**src/hdl/dcache_config.svh**
```systemverilog
`ifndef DCACHE_CONFIG_SVH
`define DCACHE_CONFIG_SVH

// byte address seen by the core and by memory
`define DCACHE_ADDR_W    32

// one 64-bit word per line
`define DCACHE_WORD_W    64
`define DCACHE_MASK_W    8

// address split, offset picks the byte inside the word
`define DCACHE_OFFSET_W  3
`define DCACHE_INDEX_W   6
`define DCACHE_SETS      64

// whatever is left above index and offset
`define DCACHE_TAG_W     (`DCACHE_ADDR_W - `DCACHE_INDEX_W - `DCACHE_OFFSET_W)

`endif

```
**src/hdl/dcache_pkg.sv**
```systemverilog
`default_nettype none

`include "dcache_config.svh"

package dcache_pkg;

    // byte address as the cache sees it
    typedef struct packed {
        logic [`DCACHE_TAG_W-1:0]    tag;
        logic [`DCACHE_INDEX_W-1:0]  index;
        logic [`DCACHE_OFFSET_W-1:0] offset;
    } dcache_addr_t;

    // held by the core until done
    typedef struct packed {
        logic                      write;
        dcache_addr_t              addr;
        logic [`DCACHE_WORD_W-1:0] wdata;
        logic [`DCACHE_MASK_W-1:0] mask;
    } core_req_t;

    typedef struct packed {
        logic                      done;
        logic [`DCACHE_WORD_W-1:0] rdata;
    } core_rsp_t;

    // addr is always word aligned
    typedef struct packed {
        logic                      valid;
        logic                      write;
        logic [`DCACHE_ADDR_W-1:0] addr;
        logic [`DCACHE_WORD_W-1:0] wdata;
    } mem_req_t;

    typedef struct packed {
        logic                      ack;
        logic [`DCACHE_WORD_W-1:0] rdata;
    } mem_rsp_t;

    typedef enum logic [2:0] {
        IDLE,
        LOOKUP,
        WBACK,
        REFILL,
        DONE
    } ctrl_state_t;

    typedef logic way_t;

endpackage

`default_nettype wire

```
**src/hdl/dcache_mem_port.sv**
```systemverilog
`timescale 1ns/100ps
`default_nettype none

`include "dcache_config.svh"

module dcache_mem_port (
    input  logic                      clk,
    input  logic                      rst,
    input  logic                      wb_start_i,
    input  logic                      fill_start_i,
    input  dcache_pkg::dcache_addr_t  wb_addr_i,
    input  dcache_pkg::dcache_addr_t  fill_addr_i,
    input  logic [`DCACHE_WORD_W-1:0] wb_data_i,
    output dcache_pkg::mem_req_t      mem_req_o,
    input  dcache_pkg::mem_rsp_t      mem_rsp_i,
    output logic                      mem_done_o,
    output logic [`DCACHE_WORD_W-1:0] fill_data_o
);

    logic                      valid_q;
    logic                      done_q;
    logic                      write_q;
    logic [`DCACHE_ADDR_W-1:0] addr_q;
    logic [`DCACHE_WORD_W-1:0] wdata_q;
    logic                      accept;

    assign accept = valid_q && mem_rsp_i.ack;

    always_ff @(posedge clk or negedge rst) begin
        if (!rst) begin
            valid_q <= 1'b0;
            done_q  <= 1'b0;
        end else begin
            if (wb_start_i || fill_start_i) begin
                valid_q <= 1'b1;
            end else if (accept) begin
                valid_q <= 1'b0;
            end
            done_q <= accept;
        end
    end

    // fields stay put until ack, offset dropped
    always_ff @(posedge clk) begin
        if (wb_start_i) begin
            write_q <= 1'b1;
            addr_q  <= {wb_addr_i.tag, wb_addr_i.index, {`DCACHE_OFFSET_W{1'b0}}};
            wdata_q <= wb_data_i;
        end else if (fill_start_i) begin
            write_q <= 1'b0;
            addr_q  <= {fill_addr_i.tag, fill_addr_i.index, {`DCACHE_OFFSET_W{1'b0}}};
        end
        if (accept) begin
            fill_data_o <= mem_rsp_i.rdata;
        end
    end

    assign mem_done_o = done_q;
    assign mem_req_o  = '{valid: valid_q, write: write_q, addr: addr_q, wdata: wdata_q};

endmodule

`default_nettype wire

```
**config.mk**
```make
export PLATFORM = sky130hd
export DESIGN_NAME = dcache_mem_port
export DESIGN_NICKNAME = d
export VERILOG_FILES = /design/src/hdl/dcache_pkg.sv /design/src/hdl/dcache_mem_port.sv
export VERILOG_INCLUDE_DIRS = /design/src /design/src/hdl
export SDC_FILE = /design/constraint.sdc
export NUM_CORES = 1
export LEC_CHECK = 0
export ABC_CLOCK_PERIOD_IN_PS = 7200
export BUFFER_PORTS_ARGS = -buffer_cell sky130_fd_sc_hd__buf_2
export CAP_MARGIN = 40
export CELL_PAD_IN_SITES_DETAIL_PLACEMENT = 2
export CELL_PAD_IN_SITES_GLOBAL_PLACEMENT = 2
export CORE_AREA = 2 2 139 141
export DETAILED_ROUTE_END_ITERATION = 8
export DIE_AREA = 0 0 141 143
export PLACE_DENSITY = 0.83
export SETUP_SLACK_MARGIN = 0.05
export SYNTH_ARGS = -nofsm -noshare
export SYNTH_HDL_FRONTEND = slang
export SYNTH_SLANG_ARGS = --single-unit
export TNS_END_PERCENT = 5
```
**constraint.sdc**
```tcl
create_clock -name clk -period 7.2 [get_ports clk]
set_input_delay 1.44 -clock clk [delete_from_list [all_inputs] [get_ports clk]]
set_output_delay 1.44 -clock clk [all_outputs]
set_load 0.02 [all_outputs]
```
* Word-level counts from Yosys, hierarchy flattened
Cells that the tools add are included.
Word-level totals: register bits 160, input bits 197, logic and storage cells 14
Operators by class: multiplexer cells 4, reduce and logical (&&, ||, !) cells 4
Operator list (number):
- $mux W32 | 2
- $reduce_bool A2 Y1 | 2
- $mux W1 | 2
- $logic_and A1 B1 Y1 | 1
- $logic_or A1 B1 Y1 | 1

* Logic depth before layout (Yosys ltp)
depth after elaboration 3, depth in mapped cells 2

* Least setup slack after synthesis
Ideal clock, no wire load.
path type input port to flip-flop, from input port mem_rsp_i[64] in the netlist's numbering, to register fill_data_o[0] (enable), arrival 2.960 ns, required time 6.771 ns, slack 3.811 ns, cell stages on the path 1, cell sequence and2_1
Between the ends: word-level cells in the longest chain between the ends 1
RTL lines:
- start: declaration | RTL line dcache_mem_port.sv:15 | input dcache_pkg::mem_rsp_t mem_rsp_i,
- $logic_and A1 B1 Y1 | RTL line dcache_mem_port.sv:27 | assign accept = valid_q && mem_rsp_i.ack;
- end signal: assignment | RTL line dcache_mem_port.sv:54 | fill_data_o <= mem_rsp_i.rdata;
- end: declaration | RTL line dcache_mem_port.sv:17 | output logic [`DCACHE_WORD_W-1:0] fill_data_o
No other way between the ends. A chain may end at the register's enable or synchronous reset.

* Worst setup path in the final report
from input port wb_start_i, to register addr_q[18] (enable)
Between the ends: word-level cells in the longest chain between the ends 1
RTL lines:
- start: declaration | RTL line dcache_mem_port.sv:9 | input logic wb_start_i,
- $reduce_bool A2 Y1 (no line)
- end signal: assignment | RTL line dcache_mem_port.sv:47 | addr_q <= {wb_addr_i.tag, wb_addr_i.index, {`DCACHE_OFFSET_W{1'b0}}};
- end signal: assignment | RTL line dcache_mem_port.sv:51 | addr_q <= {fill_addr_i.tag, fill_addr_i.index, {`DCACHE_OFFSET_W{1'b0}}};
- end: declaration | RTL line dcache_mem_port.sv:23 | logic [`DCACHE_ADDR_W-1:0] addr_q;
No other way between the ends.

==> flow_summary.ini <==
[run_status]
status = completed

[sta]
period_minus_slack_ns = 3.30
worst_clock_skew_ns = 0.00829
finalHoldViolCount = 0
fin_crit_sh = 0.458
hold_ws_ns = 0.498
setup_viol = 0
drv_slew = 0
rsz0062_at_grt = false
worst_slew_pin_slew_ns = 0.833
relSlewSlack = 0.445
clock.fmax_ghz = 0.303
fin_tns_setup_ns = 0

[route]
drc_errors = 0
wl_per_cell_um = 21.2
viasPerCell = 4.21
drt-total-wl_um = 17300
drtIter0Drc = 116
num_vias = 3443
ant_nets = 0
firstDrtPassIters = 4

[critical_path]
reg2reg_slack_ns = 5.62
worst-path-max-fanout = 56
start_kind = input port
critPathLaunch = wb_start_i
crit_type = in2reg
cp_data_required_time_ns = 7.28
cp.arrival_ns = 3.38
critical_path_buf_inv_count = 3
slowest_stage = buf_4
slowest_delay_ns = 0.67
cp-end-kind = flop
r2r-start = valid_q$_DFFE_PN0P_
crit_family = buffers and inverters
cp_common_cell = buf_4
path_cells = buf_4 -> buf_4 -> or2_1 -> buf_4

[synthesis]
synth-compound-area-share = 0.00282
avgSynthCellArea_um2 = 26.1
ys_warn_count = 0
synth_top_family_by_area = multiplexers
synth.distinct_cells = 11
ys_seq_area_frac = 0.898
synth.cell_area_mm2 = 0.00533
synth_fa_ha_area_frac = 0
synth_xor_area_frac = 0
synth_simple_gate_area_frac = 0.00235
muxShareOfSynthArea = 0.0817
ys_ff_latch = 160
syn_inst = 204

[global_routing]
grt_pass1_vias = 3862
grt-ovfl-total = 0
grt_pass1_wl_um = 24200
grt_max_degree = 66
track_usage = 0.168
antenna_found_initial = 0

[floorplan]
die_w_um = 141
die-area_mm2 = 0.0202
start_util = 0.287
io_pins = 360
rows = 50
dieHeight_um = 143
coreArea_mm2 = 0.0186

[power_and_ir_drop]
power_density_mw_per_mm2 = 284
p_leak_nw = 3.49
ir_worst_vdd_mv = 0.149

[cells_and_area]
layout-drive-gt1-share = 0.703
fillers = 1858
area_growth_pct = 47.9
finalNetCount = 767

[clocking]
cts.sinks = 160
cts_hold_buf = 0
cts-buffers-inserted = 17
clock_latency_ns = 0.41
clk_root_buffer_cell = clkbuf_16
ctsResizeCount = 0
clk_pin_slew_ns = 0.06
tritoncts = yes
cts_htree_levels = 4
cts.path.max_buffers = 2
post-cts-setup-buffers = 0

[job]
maxCapViolations = 0

[placed_design]
dp_hpwl_um = 14000
port_buffers = 350
gp_congestion = 0.782

[min_path]
holdCritPathClass = reg2reg
min_from = write_q$_SDFFE_PP1P_
-- synth_stat cells (all sizes together) --
cell type | instances | share of area
a21o | 2 | 0.0028
and2 | 1 | 0.0012
buf | 8 | 0.013
conb | 1 | 0.00070
dfrtp | 2 | 0.0094
dfxtp | 1 | 0.0038
edfxtp | 157 | 0.88
inv | 2 | 0.0014
mux2 | 29 | 0.082
or2 | 1 | 0.0012
-- cell families after synthesis --
family,count (synthesis)
flops,160
other cells,1
buf+inv,10
compound gates,2
mux,29
simple gates,2
-- per-stage QoR --
step	std cells	cell area (um2)	power [mW]	setup slack [ns]	utilization
3_5_place_dp	785	7340	1.43	3.43	0.395
3_3_place_gp	785	7340	1.41	3.54	0.395
5_1_grt	816	7880	2.32	3.76	0.424
2_1_floorplan	206	5340	1.28	3.81	-
4_1_cts	816	7880	2.27	3.87	0.424
6_report	817	7880	2.24	3.90	0.424
-- path summary, 6_finish.rpt --
kind,end,depth (start not counted)
min,write_q$_SDFFE_PP1P_,1
max in group asynchronous,valid_q$_DFFE_PN0P_,1
min reg2reg,write_q$_SDFFE_PP1P_,1
min in group asynchronous,mem_done_o$_DFF_PN0_,1
max,addr_q[18]$_DFFE_PP_,4
max reg2reg,fill_data_o[8]$_DFFE_PP_,2
-- power breakdown --
| group | total [mW] | switching [mW] | internal, mW | leakage [nW] |
|---|---|---|---|---|
| clock | 0.838 | 0.363 | 0.475 | 0.259 |
| sequential | 1.13 | 0.0209 | 1.11 | 1.57 |
| combinational | 0.272 | 0.171 | 0.102 | 1.66 |
-- sequential cells by signal, summed over array words and instances, names as in the netlist --
signal,count
mem_done_o,1
fill_data_o,64
write_q,1
wdata_q,64
valid_q,1
addr_q,29
-- cell type report --
type	instances	area, um2	share of cell area
multi-input combinational	36	475	0.0603
inverter	2	7.51	0.000952
clock buffer	18	429	0.0544
sequential	160	4780	0.607
clock inverter	13	115	0.0146
tap	234	293	0.0371
antenna	1	2.50	0.000317
timing repair buffer	353	1780	0.225
-- placed cells by master, fill, tap and decap left out, drive strengths merged --
master / Yosys / final
buf: 8 / 353
edfxtp: 157 / 157
mux2: 29 / 29
clkbuf: 0 / 18
clkinv: 0 / 7
inv: 2 / 5
conb: 1 / 3
a21o: 2 / 2
clkinvlp: 0 / 2
dfrtp: 2 / 2
diode: 0 / 1
and2: 1 / 1
or2: 1 / 1
bufinv: 0 / 1
dfxtp: 1 / 1
-- per-layer routing --
| metal | vias up | share of wire | GRT usage |
|---|---|---|---|
| met3 | 25 | 0.092 | 0.0677 |
| met4 | 0 | 0.022 | 0.0674 |
| met5 | - | 0 | 0 |
| met1 | 1658 | 0.34 | 0.168 |
| met2 | 217 | 0.55 | 0.312 |
| li1 | 1543 | - | - |
(Power assumes the default switching activity.)
