### src/hdl/dcache_config.svh
`ifndef DCACHE_CONFIG_SVH
`define DCACHE_CONFIG_SVH

// byte address seen by the core and by memory
`define DCACHE_ADDR_W    32

// one 64-bit word per line
`define DCACHE_WORD_W    64
`define DCACHE_MASK_W    8

// address split, offset picks the byte inside the word
`define DCACHE_OFFSET_W  3
`define DCACHE_INDEX_W   6
`define DCACHE_SETS      64

// whatever is left above index and offset
`define DCACHE_TAG_W     (`DCACHE_ADDR_W - `DCACHE_INDEX_W - `DCACHE_OFFSET_W)

`endif

### src/hdl/dcache_pkg.sv
`default_nettype none

`include "dcache_config.svh"

package dcache_pkg;

    // byte address as the cache sees it
    typedef struct packed {
        logic [`DCACHE_TAG_W-1:0]    tag;
        logic [`DCACHE_INDEX_W-1:0]  index;
        logic [`DCACHE_OFFSET_W-1:0] offset;
    } dcache_addr_t;

    // held by the core until done
    typedef struct packed {
        logic                      write;
        dcache_addr_t              addr;
        logic [`DCACHE_WORD_W-1:0] wdata;
        logic [`DCACHE_MASK_W-1:0] mask;
    } core_req_t;

    typedef struct packed {
        logic                      done;
        logic [`DCACHE_WORD_W-1:0] rdata;
    } core_rsp_t;

    // addr is always word aligned
    typedef struct packed {
        logic                      valid;
        logic                      write;
        logic [`DCACHE_ADDR_W-1:0] addr;
        logic [`DCACHE_WORD_W-1:0] wdata;
    } mem_req_t;

    typedef struct packed {
        logic                      ack;
        logic [`DCACHE_WORD_W-1:0] rdata;
    } mem_rsp_t;

    typedef enum logic [2:0] {
        IDLE,
        LOOKUP,
        WBACK,
        REFILL,
        DONE
    } ctrl_state_t;

    typedef logic way_t;

endpackage

`default_nettype wire

### src/hdl/dcache_ctrl.sv
`timescale 1ns/100ps
`default_nettype none

`include "dcache_config.svh"

module dcache_ctrl (
    input  logic                      clk,
    input  logic                      rst,
    input  dcache_pkg::core_req_t     req_i,
    input  logic                      req_pending_i,
    input  logic                      hit_i,
    input  dcache_pkg::way_t          hit_way_i,
    input  dcache_pkg::way_t          victim_way_i,
    input  logic                      victim_dirty_i,
    input  logic [`DCACHE_WORD_W-1:0] rdata0_i,
    input  logic [`DCACHE_WORD_W-1:0] rdata1_i,
    input  logic                      mem_done_i,
    input  logic [`DCACHE_WORD_W-1:0] fill_data_i,
    output logic                      tag_upd_o,
    output dcache_pkg::way_t          tag_way_o,
    output logic                      tag_valid_o,
    output logic                      tag_dirty_o,
    output logic                      tag_touch_o,
    output logic                      data_we_o,
    output dcache_pkg::way_t          data_way_o,
    output logic [`DCACHE_WORD_W-1:0] data_wdata_o,
    output logic [`DCACHE_MASK_W-1:0] data_mask_o,
    output logic                      wb_start_o,
    output logic                      fill_start_o,
    output logic                      finish_o,
    output logic [`DCACHE_WORD_W-1:0] rdata_o
);
    import dcache_pkg::*;

    ctrl_state_t state_q;
    ctrl_state_t state_d;
    way_t        sel_way;

    always_ff @(posedge clk or negedge rst) begin
        if (!rst) begin
            state_q <= IDLE;
        end else begin
            state_q <= state_d;
        end
    end

    // read word on a hit, victim word for the writeback on a miss
    assign sel_way = hit_i ? hit_way_i : victim_way_i;
    assign rdata_o = sel_way ? rdata1_i : rdata0_i;

    always_comb begin
        state_d      = state_q;
        tag_upd_o    = 1'b0;
        tag_way_o    = hit_way_i;
        tag_valid_o  = 1'b0;
        tag_dirty_o  = 1'b0;
        tag_touch_o  = 1'b0;
        data_we_o    = 1'b0;
        data_way_o   = hit_way_i;
        data_wdata_o = req_i.wdata;
        data_mask_o  = req_i.mask;
        wb_start_o   = 1'b0;
        fill_start_o = 1'b0;
        finish_o     = 1'b0;
        case (state_q)
            IDLE: begin
                if (req_pending_i) begin
                    state_d = LOOKUP;
                end
            end
            LOOKUP: begin
                if (hit_i) begin
                    finish_o    = 1'b1;
                    tag_touch_o = 1'b1;
                    if (req_i.write) begin
                        data_we_o   = 1'b1;
                        tag_upd_o   = 1'b1;
                        tag_valid_o = 1'b1;
                        tag_dirty_o = 1'b1;
                    end
                    state_d = DONE;
                end else if (victim_dirty_i) begin
                    wb_start_o = 1'b1;
                    state_d    = WBACK;
                end else begin
                    fill_start_o = 1'b1;
                    state_d      = REFILL;
                end
            end
            WBACK: begin
                if (mem_done_i) begin
                    fill_start_o = 1'b1;
                    state_d      = REFILL;
                end
            end
            REFILL: begin
                // whole word in, clean; LOOKUP then finishes as a hit
                if (mem_done_i) begin
                    data_we_o    = 1'b1;
                    data_way_o   = victim_way_i;
                    data_wdata_o = fill_data_i;
                    data_mask_o  = '1;
                    tag_upd_o    = 1'b1;
                    tag_way_o    = victim_way_i;
                    tag_valid_o  = 1'b1;
                    state_d      = LOOKUP;
                end
            end
            DONE: begin
                state_d = IDLE;
            end
            default: begin
                state_d = IDLE;
            end
        endcase
    end

endmodule

`default_nettype wire

### config.mk
export PLATFORM = sky130hd
export DESIGN_NAME = dcache_ctrl
export DESIGN_NICKNAME = d
export VERILOG_FILES = /design/src/hdl/dcache_pkg.sv /design/src/hdl/dcache_ctrl.sv
export VERILOG_INCLUDE_DIRS = /design/src /design/src/hdl
export SDC_FILE = /design/constraint.sdc
export NUM_CORES = 1
export LEC_CHECK = 0
export BUFFER_PORTS_ARGS = -buffer_cell sky130_fd_sc_hd__buf_2
export CAP_MARGIN = 5
export CORE_AREA = 2 2 173 175
export DETAILED_ROUTE_END_ITERATION = 10
export DIE_AREA = 0 0 175 177
export GPL_TIMING_DRIVEN = 0
export PLACE_DENSITY = 0.43
export SYNTH_ARGS = -nofsm -noshare
export SYNTH_HDL_FRONTEND = slang
export SYNTH_SLANG_ARGS = --single-unit
### constraint.sdc
create_clock -name clk -period 2.15 [get_ports clk]
set_input_delay 0.3225 -clock clk [delete_from_list [all_inputs] [get_ports clk]]
set_output_delay 0.3225 -clock clk [all_outputs]
set_load 0.02 [all_outputs]
; ---- Word level (Yosys, flattened, before mapping)
; Index checks and enable logic that the tools add are counted.
[totals]
regBits = 3
out_inout_bits = 146
word_cells = 36
[classes]
eq_ne = 6
mux = 27
n_reduce_logical = 2
[op_table]
columns = op, n
row1 = 64-bit 2-to-1 mux, 3
row2 = 8-bit 2-to-1 mux, 2
row3 = 1-bit 2-to-1 mux, 15
row4 = 3-bit 2-to-1 mux, 4
row5 = 3-bit one-hot mux with 4 select lines, 1
row6 = 3-bit by 2-bit equality test with 1-bit output (second input constant), 2
row7 = 2-bit != test (second input constant), 3
row8 = 1-bit one-hot mux with 2 select lines, 2
row9 = 3-bit by 1-bit equality test with 1-bit output (second input constant), 1
row10 = 3-bit logical NOT, 1
row11 = 3-bit AND reduction, 1

; ---- Logic depth before layout (Yosys ltp)
[depth]
ltp_word = 3
ltp_mapped = 5
depth_no_buf = 2

; ---- Worst setup path after synthesis
; OpenSTA, ideal clock, no wires.
[synth_timing]
kind = reg-to-output
startpoint = register state_q[1]
endpoint = output port tag_dirty_o
arrival_time_ns = 1.745
required_time_ns = 1.827
slack_ns = 0.082
path_stages_with_launch = 4
n_path_buf = 1
path_cell_list = dfrtp_1 > clkbuf_1 > nor4bb_1 > and2_1
[synth_between]
elab_chain_len = 2
[synth_lines]
columns = element, line_no
row1 = start: declaration, dcache_ctrl.sv:35  ; ctrl_state_t state_q;
row2 = start signal: assignment, dcache_ctrl.sv:43  ; state_q <= state_d;
row3 = 3-bit by 1-bit equality test with 1-bit output, dcache_ctrl.sv:65  ; case (state_q)
row4 = 1-bit 2-to-1 mux, dcache_ctrl.sv:65
row5 = end: declaration, dcache_ctrl.sv:22  ; output logic tag_dirty_o,
; No other way between the ends.

; ---- Worst setup path after layout
[layout_timing]
startpoint = register state_q[2]
endpoint = output port data_wdata_o[41]
[layout_between]
elab_chain_len = 2
[layout_lines]
columns = element, line_no
row1 = 3-bit by 2-bit equality test with 1-bit output, dcache_ctrl.sv:65
row2 = 64-bit 2-to-1 mux, dcache_ctrl.sv:65
row3 = end: declaration, dcache_ctrl.sv:26  ; output logic [`DCACHE_WORD_W-1:0] data_wdata_o,
; No other way between the ends.

==> Implementation_results.wiki <==
{| class="wikitable"
! Metric !! Value
|-
| I/O pins || 451
|-
| Clock edge transition at the registers on the reported setup and hold paths || 0.03 ns
|-
| Initial antenna violation count || 0
|-
| Outcome || finished clean
|-
| TritonCTS clock tree || done
|-
| Remaining global-route overflow || 0
|-
| Transition time at the pin with the least slew margin || 0.4186 ns
|-
| Syn nets || 487
|-
| Antenna diode count || 0
|-
| Synthesis-to-layout area growth || 146.4%
|-
| Layout Nets || 919
|-
| Hold Fails Final Rpt || 0
|-
| Achievable Freq || 483.2 MHz
|-
| Reg-to-reg endpoint || state_q[1]
|-
| Input/output buffers || 417
|-
| Final weighted congestion of routability-driven global placement || 0.7125
|-
| Clock period minus final worst setup slack || 2.069 ns
|-
| Number of max-slew violations in the final report || 0
|-
| Grt peak-use layer || met2
|-
| Total routing resource utilization after global routing || 8.415%
|-
| Number of design-rule violations left by the first detailed-router iteration || 41
|-
| Sort of element at the start of the critical path || flop
|-
| Category of the critical setup timing path || reg2out
|-
| H-tree Lvls || 1
|-
| Largest registers in the final layout || state_q (3)
|-
| Detailed-router iteration count before antenna repair || 3
|-
| Register-to-Register Path Depth || 3
|-
| Setup repair after global routing missed its margin || false
|-
| Reg2Reg Setup Slack || 0.84 ns
|-
| Post-Route WL || 15,110 um
|-
| R2r startpoint || state_q[1]
|-
| Via Count || 3,226
|-
| Required time at the endpoint of the critical path || 1.83 ns
|-
| Synth unique cells || 24
|-
| Placeable core region || 0.02924 sq mm
|-
| Mean instance size in the synthesized netlist || 10.55 sq um
|-
| Leakage power total || 2.518 nW
|-
| Post-synthesis sequential area ratio || 3.909%
|-
| Row count || 63
|-
| Final worst clock skew || 0.00009753 ns
|-
| Die height || 177 um
|-
| Vias in the first global route || 3,037
|-
| Largest net degree at the start of global routing || 11
|-
| Wire length of the first global-routing pass || 19,070 um
|-
| Effective utilization at floorplan || 6.567%
|-
| Number of warnings printed during yosys synthesis || 0
|-
| Final Util || 16.19%
|-
| Top area cells in the synthesized netlist || sky130_fd_sc_hd__mux2_2 (76%), sky130_fd_sc_hd__buf_6 (4.1%), sky130_fd_sc_hd__buf_4 (3.9%)
|-
| Post-route DRC || 0
|-
| Vias per cell || 3.216
|-
| Global routing met3 resource utilization || 1.375%
|-
| Met2 usage || 15.55%
|-
| Mapped Area || 0.001921 sq mm
|-
| Power per unit of standard cell area || 519.5 mW/mm^2
|-
| Number of buffers on the longest clock path || 2
|-
| Clock root buffer || sky130_fd_sc_hd__clkbuf_16
|-
| Data arrival time of the worst path || 1.75 ns
|-
| Relative slew margins || 72.10%
|-
| Largest area contributor in the synthesized netlist || sky130_fd_sc_hd__mux2_2
|-
| Worst setup path end || data_wdata_o[41]
|-
| Clock network latency to the later pin of the worst-skew pair || 0.22 ns
|-
| Launch point of the critical path || state_q[2]
|-
| Final setup violation count || 0
|-
| Post-route clock period utilization || 96.25%
|-
| Total clock buffers created by CTS || 3
|-
| Number of max-cap violations || 0
|-
| Total half-perimeter wirelength after legalization and detailed placement || 13,520 um
|-
| Cells after Synth || 182
|-
| Register bit total from synthesis || 3
|-
| Top register by number of flip-flops || state_q
|-
| Global routing met1 resource utilization || 10.47%
|-
| Max reg flops || 3
|-
| Wire length per cell || 15.07 um
|-
| Critical Path Sink Type || output pin
|-
| Largest vdd supply drop || 0.0002204 V
|-
| Width of the die || 175 um
|-
| Area of the die || 0.03098 sq mm
|-
| Worst hold path class || in2reg
|-
| Sinks on the clock net || 3
|-
| Final Hold Slack || 0.3900 ns
|-
| Layout cell share with drive strength beyond 1 || 95.43%
|-
| Proportion of netlist area held by the largest area contributor || 75.64%
|-
| Top fanout value on the critical path || 10
|-
| Hold Crit Start || hit_i
|-
| Antenna-violating nets left || 0
|}
## stage by stage
stage               setup TNS (ns)  area (sq um)  power [mW]  setup slack (ns)  cells
detailed placement          -6.657          4496       2.053           -0.1594    989
CTS                       -0.01145          4639       2.393         -0.005779    997
floorplan                        0          1921       1.278           0.08238    182
global placement            -6.891          4496       2.050           -0.1691    989
finish                           0          4733       2.459           0.08062   1003
global route                     0          4733       2.618           0.02694   1003
## worst max-delay path, stage by stage, from the launching register on
cell	delay [ns]
sky130_fd_sc_hd__dfrtp_2	0.40
sky130_fd_sc_hd__nand4b_1	0.21
sky130_fd_sc_hd__buf_4	0.17
sky130_fd_sc_hd__buf_6	0.14
sky130_fd_sc_hd__buf_6	0.15
sky130_fd_sc_hd__mux2_2	0.28
sky130_fd_sc_hd__buf_2	0.17
## where the power goes
| part | internal, mW | total, mW | switching (mW) | leakage (nW) |
|---|---|---|---|---|
| combinational | 0.967 | 2.06 | 1.10 | 2.44 |
| clock | 0.245 | 0.295 | 0.0500 | 0.0382 |
| sequential | 0.0843 | 0.101 | 0.0169 | 0.0352 |
## repair_timing
item	4_1_cts	5_1_grt
pin swaps	0	1
gates resized for setup	6	17
hold buffers	1	0
endpoints found under the hold margin	3	0
setup buffers	3	6
cloned	0	1
setup endpoints to repair	122	60
## Yosys cell counts
| cell | n |
|---|---|
| sky130_fd_sc_hd__nor2b_1 | 1 |
| sky130_fd_sc_hd__dfrtp_1 | 3 |
| sky130_fd_sc_hd__nor4b_1 | 1 |
| sky130_fd_sc_hd__nand3b_1 | 2 |
| sky130_fd_sc_hd__mux2i_4 | 1 |
| sky130_fd_sc_hd__a21bo_2 | 1 |
| sky130_fd_sc_hd__or2_2 | 1 |
| sky130_fd_sc_hd__nand4b_1 | 1 |
| sky130_fd_sc_hd__buf_6 | 7 |
| sky130_fd_sc_hd__buf_2 | 1 |
| sky130_fd_sc_hd__clkbuf_2 | 2 |
| sky130_fd_sc_hd__and2_1 | 1 |
| sky130_fd_sc_hd__nand2_1 | 1 |
| sky130_fd_sc_hd__a21oi_1 | 3 |
| sky130_fd_sc_hd__or4b_2 | 1 |
| sky130_fd_sc_hd__or3b_2 | 1 |
| sky130_fd_sc_hd__buf_4 | 10 |
| sky130_fd_sc_hd__mux2_2 | 129 |
| sky130_fd_sc_hd__inv_1 | 1 |
| sky130_fd_sc_hd__a221oi_1 | 1 |
| sky130_fd_sc_hd__clkbuf_1 | 1 |
| sky130_fd_sc_hd__nand2b_1 | 9 |
| sky130_fd_sc_hd__nor4bb_1 | 2 |
| sky130_fd_sc_hd__mux2i_1 | 1 |
## area by class of cell
type / instances / area [sq um]
clock buffers: 4 / 78.83
inverters: 1 / 3.754
well taps: 390 / 488.0
flip-flops and latches: 3 / 77.57
plain buffers: 20 / 219.0
fillers: 3341 / 24510
repair buffers: 428 / 2193
multi-input cells: 157 / 1673
## cells by family (layout without fill, tap and decap cells)
kind of cell | Yosys count | count (layout) | synth area share (%)
buffers and inverters | 22 | 453 | 9.185
AOI/OAI and AO/OA | 5 | 5 | 1.759
muxes | 131 | 131 | 77.33
DFF | 3 | 3 | 3.909
and+or+nand+nor | 21 | 21 | 7.818
## cell usage in the layout, fill, tap and decap left out
cell type                         n
sky130_fd_sc_hd__nor4b_1          1
sky130_fd_sc_hd__nor2b_1          1
sky130_fd_sc_hd__mux2_2         128
sky130_fd_sc_hd__nand3b_1         2
sky130_fd_sc_hd__mux2i_1          1
sky130_fd_sc_hd__nand2b_1         9
sky130_fd_sc_hd__nor4bb_1         2
sky130_fd_sc_hd__dfrtp_2          2
sky130_fd_sc_hd__inv_1            1
sky130_fd_sc_hd__buf_8            2
sky130_fd_sc_hd__mux2_4           1
sky130_fd_sc_hd__or2_2            1
sky130_fd_sc_hd__a21oi_1          3
sky130_fd_sc_hd__clkbuf_1         2
sky130_fd_sc_hd__buf_6           13
sky130_fd_sc_hd__dfrtp_1          1
sky130_fd_sc_hd__nand4b_1         1
sky130_fd_sc_hd__clkbuf_16        3
sky130_fd_sc_hd__or3b_2           1
sky130_fd_sc_hd__buf_2          415
sky130_fd_sc_hd__a221oi_1         1
sky130_fd_sc_hd__mux2i_4          1
sky130_fd_sc_hd__a21bo_2          1
sky130_fd_sc_hd__nand2_1          1
sky130_fd_sc_hd__buf_12           2
sky130_fd_sc_hd__and2_1           1
sky130_fd_sc_hd__buf_4           14
sky130_fd_sc_hd__or4b_2           1
sky130_fd_sc_hd__dlygate4sd3_1    1
## routing by layer
layer	wire, um	vias up
met5	0	-
met4	134	0
met3	1238	6
met2	7617	264
met1	6123	1413
li1	-	1543
## worst min-delay path by stage
| stage | slack (ns) | cells after the start | to |
|---|---|---|---|
| finish | 0.39 | 2 | state_q[2] |
| global route | 0.40 | 2 | state_q[2] |
| CTS | 0.39 | 2 | state_q[2] |
| detailed placement | 0.12 | 1 | state_q[2] |
| global placement | 0.12 | 1 | state_q[2] |
| floorplan | 0.03 | 0 | state_q[0] |
No activity file was read; power rests on OpenSTA's default activity.
