File: src/hdl/dcache_config.svh
`ifndef DCACHE_CONFIG_SVH
`define DCACHE_CONFIG_SVH

// byte address seen by the core and by memory
`define DCACHE_ADDR_W    32

// one 64-bit word per line
`define DCACHE_WORD_W    64
`define DCACHE_MASK_W    8

// address split, offset picks the byte inside the word
`define DCACHE_OFFSET_W  3
`define DCACHE_INDEX_W   6
`define DCACHE_SETS      64

// whatever is left above index and offset
`define DCACHE_TAG_W     (`DCACHE_ADDR_W - `DCACHE_INDEX_W - `DCACHE_OFFSET_W)

`endif

File: src/hdl/dcache_pkg.sv
`default_nettype none

`include "dcache_config.svh"

package dcache_pkg;

    // byte address as the cache sees it
    typedef struct packed {
        logic [`DCACHE_TAG_W-1:0]    tag;
        logic [`DCACHE_INDEX_W-1:0]  index;
        logic [`DCACHE_OFFSET_W-1:0] offset;
    } dcache_addr_t;

    // held by the core until done
    typedef struct packed {
        logic                      write;
        dcache_addr_t              addr;
        logic [`DCACHE_WORD_W-1:0] wdata;
        logic [`DCACHE_MASK_W-1:0] mask;
    } core_req_t;

    typedef struct packed {
        logic                      done;
        logic [`DCACHE_WORD_W-1:0] rdata;
    } core_rsp_t;

    // addr is always word aligned
    typedef struct packed {
        logic                      valid;
        logic                      write;
        logic [`DCACHE_ADDR_W-1:0] addr;
        logic [`DCACHE_WORD_W-1:0] wdata;
    } mem_req_t;

    typedef struct packed {
        logic                      ack;
        logic [`DCACHE_WORD_W-1:0] rdata;
    } mem_rsp_t;

    typedef enum logic [2:0] {
        IDLE,
        LOOKUP,
        WBACK,
        REFILL,
        DONE
    } ctrl_state_t;

    typedef logic way_t;

endpackage

`default_nettype wire

File: src/hdl/dcache_core_port.sv
`timescale 1ns/100ps
`default_nettype none

`include "dcache_config.svh"

module dcache_core_port (
    input  logic                      clk,
    input  logic                      rst,
    input  logic                      req_valid_i,
    input  dcache_pkg::core_req_t     core_req_i,
    input  logic                      finish_i,
    input  logic [`DCACHE_WORD_W-1:0] rdata_i,
    output dcache_pkg::core_rsp_t     core_rsp_o,
    output dcache_pkg::core_req_t     req_o,
    output logic                      req_pending_o
);

    logic                      pending_q;
    logic                      done_q;
    logic [`DCACHE_WORD_W-1:0] rdata_q;
    logic                      capture;

    // the core still holds the old request during the done cycle
    assign capture = req_valid_i && !pending_q && !done_q;

    always_ff @(posedge clk or negedge rst) begin
        if (!rst) begin
            pending_q <= 1'b0;
            done_q    <= 1'b0;
        end else begin
            if (capture) begin
                pending_q <= 1'b1;
            end else if (finish_i) begin
                pending_q <= 1'b0;
            end
            done_q <= finish_i;
        end
    end

    always_ff @(posedge clk) begin
        if (capture) begin
            req_o <= core_req_i;
        end
        if (finish_i) begin
            rdata_q <= rdata_i;
        end
    end

    assign req_pending_o = pending_q;
    assign core_rsp_o    = '{done: done_q, rdata: rdata_q};

endmodule

`default_nettype wire

File: config.mk
export PLATFORM = sky130hd
export DESIGN_NAME = dcache_core_port
export DESIGN_NICKNAME = d
export VERILOG_FILES = /design/src/hdl/dcache_pkg.sv /design/src/hdl/dcache_core_port.sv
export VERILOG_INCLUDE_DIRS = /design/src /design/src/hdl
export SDC_FILE = /design/constraint.sdc
export NUM_CORES = 1
export LEC_CHECK = 0
export BUFFER_PORTS_ARGS = -buffer_cell sky130_fd_sc_hd__buf_4
export CAP_MARGIN = 20
export CORE_AREA = 10 10 124 126
export CTS_BUF_LIST = sky130_fd_sc_hd__clkbuf_2
export DETAILED_ROUTE_END_ITERATION = 10
export DIE_AREA = 0 0 134 136
export PLACE_DENSITY = 0.87
export SLEW_MARGIN = 40
export SYNTH_ARGS = -nofsm -noshare
export SYNTH_HDL_FRONTEND = slang
export SYNTH_SLANG_ARGS = --single-unit
File: constraint.sdc
create_clock -name clk -period 11.07 [get_ports clk]
set_input_delay 2.214 -clock clk [delete_from_list [all_inputs] [get_ports clk]]
set_output_delay 2.214 -clock clk [all_outputs]
set_load 0.02 [all_outputs]
### Word level (Yosys, flattened, before mapping)

Index checks and enable logic that the tools add are counted.

| storage, ports and cells | value |
|---|---|
| logic and storage cells | 16 |
| register bits | 171 |

| operators by class | value |
|---|---|
| mux-type cells | 2 |
| reduce and logical (&&, ||, !) cells | 5 |

Operators by type and width:

| cell | number |
|---|---|
| 1-bit logical AND | 2 |
| 1-bit logical NOT | 2 |
| 1-bit 2-to-1 mux | 2 |
| 2-bit nonzero test | 1 |

### Depth between registers and ports, before layout

Gate-level depths: netlist of run 1.

| depth | value |
|---|---|
| depth in word-level cells | 4 |
| mapped depth | 2 |
| gate-level depth less buffers | 2 |

### Worst setup path after synthesis of run 1

No wires, ideal clock.

| timing | value |
|---|---|
| kind | input to register |
| start | in req_valid_i |
| end | reg req_o[0] (netlist bit), enable pin |
| library setup time | 0.551 ns |
| cell stages on the path | 1 |
| arrival | 6.221 ns |
| slack | 4.297 ns |
| data required time | 10.519 ns |
| path through | nor3b_2 |

| between the ends | value |
|---|---|
| longest elaborated chain between the ends | 2 |

RTL lines:

| element | line | source |
|---|---|---|
| from (decl) | dcache_core_port.sv:9 | `input logic req_valid_i,` |
| 1-bit logical AND (2 in a row) | dcache_core_port.sv:24 | `assign capture = req_valid_i && !pending_q && !done_q;` |
| to (signal assigned) | dcache_core_port.sv:42 | `req_o <= core_req_i;` |
| to (decl) | dcache_core_port.sv:14 | `output dcache_pkg::core_req_t req_o,` |

No other way between the ends.
A chain may end at the register's enable or synchronous reset.

### Worst setup path in the final report of run 1

| timing | value |
|---|---|
| start | reg pending_q (netlist: req_pending_o) |
| end | out req_pending_o |

RTL lines:

| element | line | source |
|---|---|---|
| from (decl) | dcache_core_port.sv:18 | `logic pending_q;` |
| from (signal assigned) | dcache_core_port.sv:28 | `pending_q <= 1'b0;` |
| from (signal assigned) | dcache_core_port.sv:32 | `pending_q <= 1'b1;` |
| from (signal assigned) | dcache_core_port.sv:34 | `pending_q <= 1'b0;` |
| to (decl) | dcache_core_port.sv:15 | `output logic req_pending_o` |

No word-level cell between the ends.

==> results of run 1 <==
[worst min path at each step]
stage,startpoint,to,slack (ns),cells after the start
2_1_floorplan,req_pending_o$_DFFE_PN0P_,req_pending_o$_DFFE_PN0P_,0.63,1
3_3_place_gp,req_pending_o$_DFFE_PN0P_,req_pending_o$_DFFE_PN0P_,0.57,1
3_5_place_dp,req_pending_o$_DFFE_PN0P_,req_pending_o$_DFFE_PN0P_,0.57,1
4_1_cts,req_pending_o$_DFFE_PN0P_,req_pending_o$_DFFE_PN0P_,0.62,1
5_1_grt,req_pending_o$_DFFE_PN0P_,req_pending_o$_DFFE_PN0P_,0.63,1
6_report,req_pending_o$_DFFE_PN0P_,req_pending_o$_DFFE_PN0P_,0.62,1
[cell usage after synthesis]
cell / number
sky130_fd_sc_hd__a21o_1: 1
sky130_fd_sc_hd__buf_4: 1
sky130_fd_sc_hd__dfrtp_1: 2
sky130_fd_sc_hd__edfxtp_1: 169
sky130_fd_sc_hd__inv_1: 1
sky130_fd_sc_hd__nor3b_2: 1
[state kept, by name, indices dropped and copies added (netlist names)]
| name | count |
|---|---|
| req_o | 105 |
| rdata_q | 64 |
| done_q | 1 |
| req_pending_o | 1 |
[power groups by stage]
stage | clock network (mW) | logic, mW | registers (mW)
final | 0.294 | 0.167 | 0.766
after global routing | 0.334 | 0.177 | 0.770
after CTS | 0.306 | 0.170 | 0.767
after detailed placement | 0 | 0.170 | 0.781
after global placement | 0 | 0.166 | 0.779
after floorplan | 0 | 0.00772 | 0.829
[through the flow]
step	utilization, %	power, mW
6_report	63.0	1.23
5_1_grt	63.0	1.28
4_1_cts	63.0	1.24
3_5_place_dp	61.4	0.952
3_3_place_gp	61.4	0.946
2_1_floorplan	-	0.837
[layer usage]
| layer | part of all wire (%) | vias to the layer above | global-route usage [%] |
|---|---|---|---|
| li1 | - | 1434 | - |
| met1 | 31 | 1541 | 14.9 |
| met2 | 52 | 226 | 29.3 |
| met3 | 15 | 13 | 12.0 |
| met4 | 1.5 | 0 | 5.38 |
| met5 | 0 | - | 0 |
[worst register-to-register path, delay by kind of cell (launching register included)]
kind / cells / cell delay [ns]
buf+inv: 2 / 0.95
flops: 1 / 0.48
simple gates: 1 / 0.20
[cell families after synthesis]
logic type             share of synthesized area [%]
AND/OR/NAND/NOR                                0.243
flip-flops                                      99.4
AO/OA/AOI/OAI                                  0.146
buffers and inverters                          0.218
[area by class of cell]
cell class	count	area [um^2]	share of cell area [%]
clock inverter	9	98.8	1.21
clock buffer	22	110	1.35
sequential	171	5120	62.7
inverter	1	3.75	0.0459
multi-input combinational	2	26.3	0.321
timing repair buffer	345	2590	31.7
tap	176	220	2.69
==> flow_metrics.py, run 1 <==
metrics = {
    "run_status": {
        "outcome": "completed",
    },
    "global_route": {
        "grt_antenna_before_repair": 0,
        "grt_pass1_wl_um": 22100,
        "grt_start_max_net_pins": 78,
        "grt_pass1_vias": 3529,
        "overflow": 0,
        "grtUsageTotal_pct": 16.8,
    },
    "detailed_routing": {
        "totalWireLength_um": 16200,
        "route.detailed.drc": 0,
        "postRouteAntennaNets": 0,
        "initial_drc_count": 196,
        "via_count": 3214,
        "via_per_inst": 4.43,
        "avgRoutedWirePerCell_um": 22.3,
        "detail_route.first_pass.iterations": 4,
    },
    "sta": {
        "fmax_mhz": 282,
        "finalHoldViolCount": 0,
        "timing.final.max_slew_violations": 0,
        "hold_slack_ns": 0.623,
        "setup_viol": 0,
        "fin_setup_tns_ns": 0,
        "finalWorstSetupSlack_ns": 7.53,
        "period_share_pct": 32.0,
        "final.setup_skew_ns": 0.0234,
        "slew_headroom_pct": 48.1,
        "post-route-min-period_ns": 3.54,
        "max_slew.worst_pin.slew_ns": 0.778,
        "setup_repair_after_global_routing_missed_its_margin": "no",
    },
    "clock_network": {
        "ctsHoldBuffers": 0,
        "clock-sinks": 171,
        "cts_tree": "yes",
        "max-clock-path-buffers": 2,
        "clk_pin_slew_worst_paths_ns": 0.20,
        "htreeDepth": 4,
        "cts_repair_resize_count": 0,
        "post-cts-setup-buffer-count": 0,
        "cts-root-buf": "sky130_fd_sc_hd__clkbuf_2",
        "clk_latency_ns": 0.67,
        "cts_inserted_buffers": 17,
    },
    "finish": {
        "final_common_cell": "sky130_fd_sc_hd__buf_4",
        "nets": 711,
        "filler_cell_count": 934,
        "num_antenna_cells": 0,
        "layout-drive-gt1-share_pct": 68.2,
        "final_area_um2": 8180,
        "areaGrowthSynthToFinish_pct": 58.6,
        "post_layout_nonfiller_instances": 726,
        "layout.cells.most_common_list": "344 x sky130_fd_sc_hd__buf_4, 169 x sky130_fd_sc_hd__edfxtp_1, 22 x sky130_fd_sc_hd__clkbuf_2, 3 x sky130_fd_sc_hd__clkinv_2",
    },
    "setup_path": {
        "reg2reg_slack_ns": 9.04,
        "crit_path_end": "req_pending_o",
        "arrival_ns": 1.33,
        "timing.critical_path.max_delay_family": "flip-flops",
        "crit_chain": "buf_4",
        "timing.critical_path.required_ns": 8.86,
        "cp-end-kind": "primary output",
        "reg_to_reg_critical_path_endpoint": "req_o[86]$_DFFE_PP_",
        "timing.critical_path.from_type": "flip-flop",
        "critPathKind": "flip-flop to primary output",
        "ff2ff_path_depth": 3,
        "critical-path-slowest-cell": "sky130_fd_sc_hd__dfrtp_1",
        "critical_path.reg2reg.startpoint": "req_pending_o$_DFFE_PN0P_",
        "worstPathBufferInverterCount": 1,
        "critPathMaxStageDelay_ns": 0.48,
        "worst-path-stages": 1,
        "worstPathMaxFanout": 3,
        "critical_path.startpoint": "req_pending_o$_DFFE_PN0P_",
    },
    "synthesis": {
        "synth_cells": 175,
        "ys_ff_latch": 171,
        "yosysUniqueCellTypes": 6,
        "synth.cell_area_um2": 5160,
        "synth_net_count": 348,
        "yosys_warnings": 0,
        "synth_top_area_cell": "sky130_fd_sc_hd__edfxtp_1",
        "synth.yosys.seq_area_share_pct": 99.4,
        "synth_area_per_cell_um2": 29.5,
        "ys_top_cells_by_area": "sky130_fd_sc_hd__edfxtp_1 98%, sky130_fd_sc_hd__dfrtp_1 0.97%, sky130_fd_sc_hd__nor3b_2 0.24%",
        "synth.top_cell.area_share_pct": 98.4,
    },
    "place": {
        "placed_area_um2": 7970,
        "portBuffers": 343,
        "placed_cells_incl_taps": 695,
        "preCtsSetupSlack_ns": 7.01,
        "final_wtd_congestion": 0.838,
    },
    "pwr": {
        "power_switching_share_pct": 23.4,
        "p_clk_share_pct": 23.9,
        "peakVddDrop_v": 0.000119,
        "pwr-share-seq_pct": 62.4,
        "power-per-cell-area_nw_per_um2": 150,
        "int_pwr_mw": 0.940,
        "combinational_cell_fraction_of_total_power_pct": 13.6,
        "netSwitchingPower_mw": 0.287,
        "cellLeakagePower_nw": 3.44,
    },
    "die": {
        "ioPinCount": 344,
        "die_h_um": 136,
        "die_area_um2": 18200,
        "die_w_um": 134,
        "start_util_pct": 39.7,
        "placementRows": 42,
        "core_region_area_um2": 13000,
    },
    "run": {
        "cap_violations": 0,
    },
    "min_path": {
        "min_path_type": "flip-flop to flip-flop",
    },
}
No activity file was read; power rests on OpenSTA's default activity.
==> inputs of run 2 (changes only) <==
- clock period: 11.07 -> 3.6 ns (I/O delays scaled with it)
==> run 2 against run 1 <==
  * Via count grew 0.78%
  * Critical path type unchanged
  * Setup slack worse by 6.0 ns
  * Clock power rose to 3.5 times the previous value
  * Register-to-register slack worse by 7.1 ns
  * Combinational power rose to 3.2 times the previous value
  * Utilization is 0.94 points higher
  * Critical endpoint is now req_o[6]
==> flow_metrics.py, run 2 (synthesized netlist as in run 1, its figures left out) <==
metrics = {
    "finish": {
        "largest_registers": "req_o (105), rdata_q (64)",
        "layout-drive-gt1-share_pct": 68.4,
        "final_common_cell": "sky130_fd_sc_hd__buf_4",
        "layout.cells.most_common_list": "346 x sky130_fd_sc_hd__buf_4, 169 x sky130_fd_sc_hd__edfxtp_1, 19 x sky130_fd_sc_hd__clkbuf_2, 4 x sky130_fd_sc_hd__clkinv_2, 4 x sky130_fd_sc_hd__bufinv_16",
        "num_antenna_cells": 0,
        "largest_register_ff_count": 105,
        "areaGrowthSynthToFinish_pct": 61.0,
        "nets": 717,
        "registers.top_by_ff_count": "req_o",
    },
    "setup_path": {
        "crit_path_end": "req_o[6]",
        "critical_path.reg2reg.startpoint": "req_pending_o$_DFFE_PN0P_",
        "critical_path.startpoint": "req_o[6]$_DFFE_PP_",
        "timing.critical_path.required_ns": 2.88,
        "worstPathBufferInverterCount": 1,
        "crit_chain": "buf_4",
        "critPathKind": "flip-flop to primary output",
        "timing.critical_path.from_type": "flip-flop",
        "critPathMaxStageDelay_ns": 0.46,
        "cp-end-kind": "primary output",
        "reg2reg_slack_ns": 1.92,
        "ff2ff_path_depth": 3,
        "worstPathMaxFanout": 1,
        "worst-path-stages": 1,
        "critical-path-slowest-cell": "sky130_fd_sc_hd__edfxtp_1",
        "arrival_ns": 1.34,
        "timing.critical_path.max_delay_family": "flip-flops",
        "reg_to_reg_critical_path_endpoint": "req_o[35]$_DFFE_PP_",
    },
    "min_path": {
        "min_path_type": "input port to flip-flop",
        "hold_path.startpoint": "core_req_i[83]",
    },
    "run_status": {
        "outcome": "completed",
    },
    "pwr": {
        "pwr-share-seq_pct": 60.1,
        "int_pwr_mw": 3.02,
        "p_clk_share_pct": 26.4,
        "power_switching_share_pct": 22.8,
        "power-per-cell-area_nw_per_um2": 472,
        "post-layout-total-power_mw": 3.91,
        "netSwitchingPower_mw": 0.893,
        "combinational_cell_fraction_of_total_power_pct": 13.5,
        "cellLeakagePower_nw": 3.50,
        "peakVddDrop_v": 0.000343,
    },
    "die": {
        "placementRows": 42,
        "start_util_pct": 39.7,
        "ioPinCount": 344,
        "die_area_um2": 18200,
        "core_region_area_um2": 13000,
        "die_w_um": 134,
        "die_h_um": 136,
    },
    "detailed_routing": {
        "route.detailed.drc": 0,
        "avgRoutedWirePerCell_um": 22.2,
        "postRouteAntennaNets": 0,
        "initial_drc_count": 161,
        "via_count": 3239,
        "detail_route.first_pass.iterations": 4,
        "totalWireLength_um": 16200,
        "via_per_inst": 4.44,
    },
    "clock_network": {
        "cts_tree": "yes",
        "ctsHoldBuffers": 1,
        "max-clock-path-buffers": 2,
        "cts_inserted_buffers": 17,
        "cts-root-buf": "sky130_fd_sc_hd__clkbuf_2",
        "cts_repair_resize_count": 0,
        "clk_latency_ns": 0.70,
        "clk_pin_slew_worst_paths_ns": 0.22,
        "post-cts-setup-buffer-count": 0,
        "htreeDepth": 4,
        "clock-sinks": 171,
    },
    "sta": {
        "setup_repair_after_global_routing_missed_its_margin": "no",
        "final.setup_skew_ns": 0.0204,
        "fmax_mhz": 485,
        "slew_headroom_pct": 66.7,
        "post-route-min-period_ns": 2.06,
        "setup_viol": 0,
        "max_slew.worst_pin.slew_ns": 0.498,
        "finalHoldViolCount": 0,
        "finalWorstSetupSlack_ns": 1.54,
        "period_share_pct": 57.3,
        "timing.final.max_slew_violations": 0,
    },
    "global_route": {
        "grtUsageTotal_pct": 17.0,
        "grt_pass1_vias": 3549,
        "overflow": 0,
        "grt_antenna_before_repair": 0,
        "grt_pass1_wl_um": 22600,
        "grt_start_max_net_pins": 67,
    },
    "place": {
        "preCtsSetupSlack_ns": 1.58,
        "portBuffers": 343,
        "final_wtd_congestion": 0.795,
        "place.detailed.hpwl_um": 13300,
    },
    "run": {
        "cap_violations": 0,
    },
}
-- run 2: layout make-up --
cell class	instances	area [um^2]
fillers	901	4680
multi-input cells	2	26.3
flip-flops and latches	171	5120
clock buffers	19	95.1
clock inverters	10	151
well taps	176	220
repair buffers	351	2680
inverters	1	3.75
-- run 2: power by group through the flow --
stage | sequential [mW] | clock [mW] | combinational [mW]
floorplan | 2.55 | 0 | 0.0244
global placement | 2.40 | 0 | 0.519
detailed placement | 2.40 | 0 | 0.532
CTS | 2.36 | 1.08 | 0.533
global route | 2.37 | 1.15 | 0.556
finish | 2.35 | 1.03 | 0.527
-- run 2: worst min path at each step --
stage               depth (start not counted)                  end  slack, ns
finish                                      1  req_o[83]$_DFFE_PP_       0.17
global route                                1  req_o[89]$_DFFE_PP_       0.05
CTS                                         1  req_o[70]$_DFFE_PP_       0.07
detailed placement                          1     done_q$_DFF_PN0_       0.50
global placement                            1     done_q$_DFF_PN0_       0.50
floorplan                                   0     done_q$_DFF_PN0_       0.42
-- run 2: per-layer routing --
layer  vias to the layer above  wire (um)  GRT usage, %
li1                       1448          -             -
met1                      1527       5160          15.5
met2                       242       8220          28.9
met3                        22       2490          12.4
met4                         0        333          6.17
met5                         -          0             0
-- run 2: metrics by stage --
stage	hold slack [ns]	area, um^2	util, %	instances	setup TNS, ns
after CTS	0.0732	8280	63.8	729	0
after global placement	0.503	8010	61.7	698	0
after detailed placement	0.503	8020	61.8	699	0
after global routing	0.0452	8300	63.9	730	0
final	0.169	8300	63.9	730	0
after floorplan	0.424	5160	-	175	-27.47
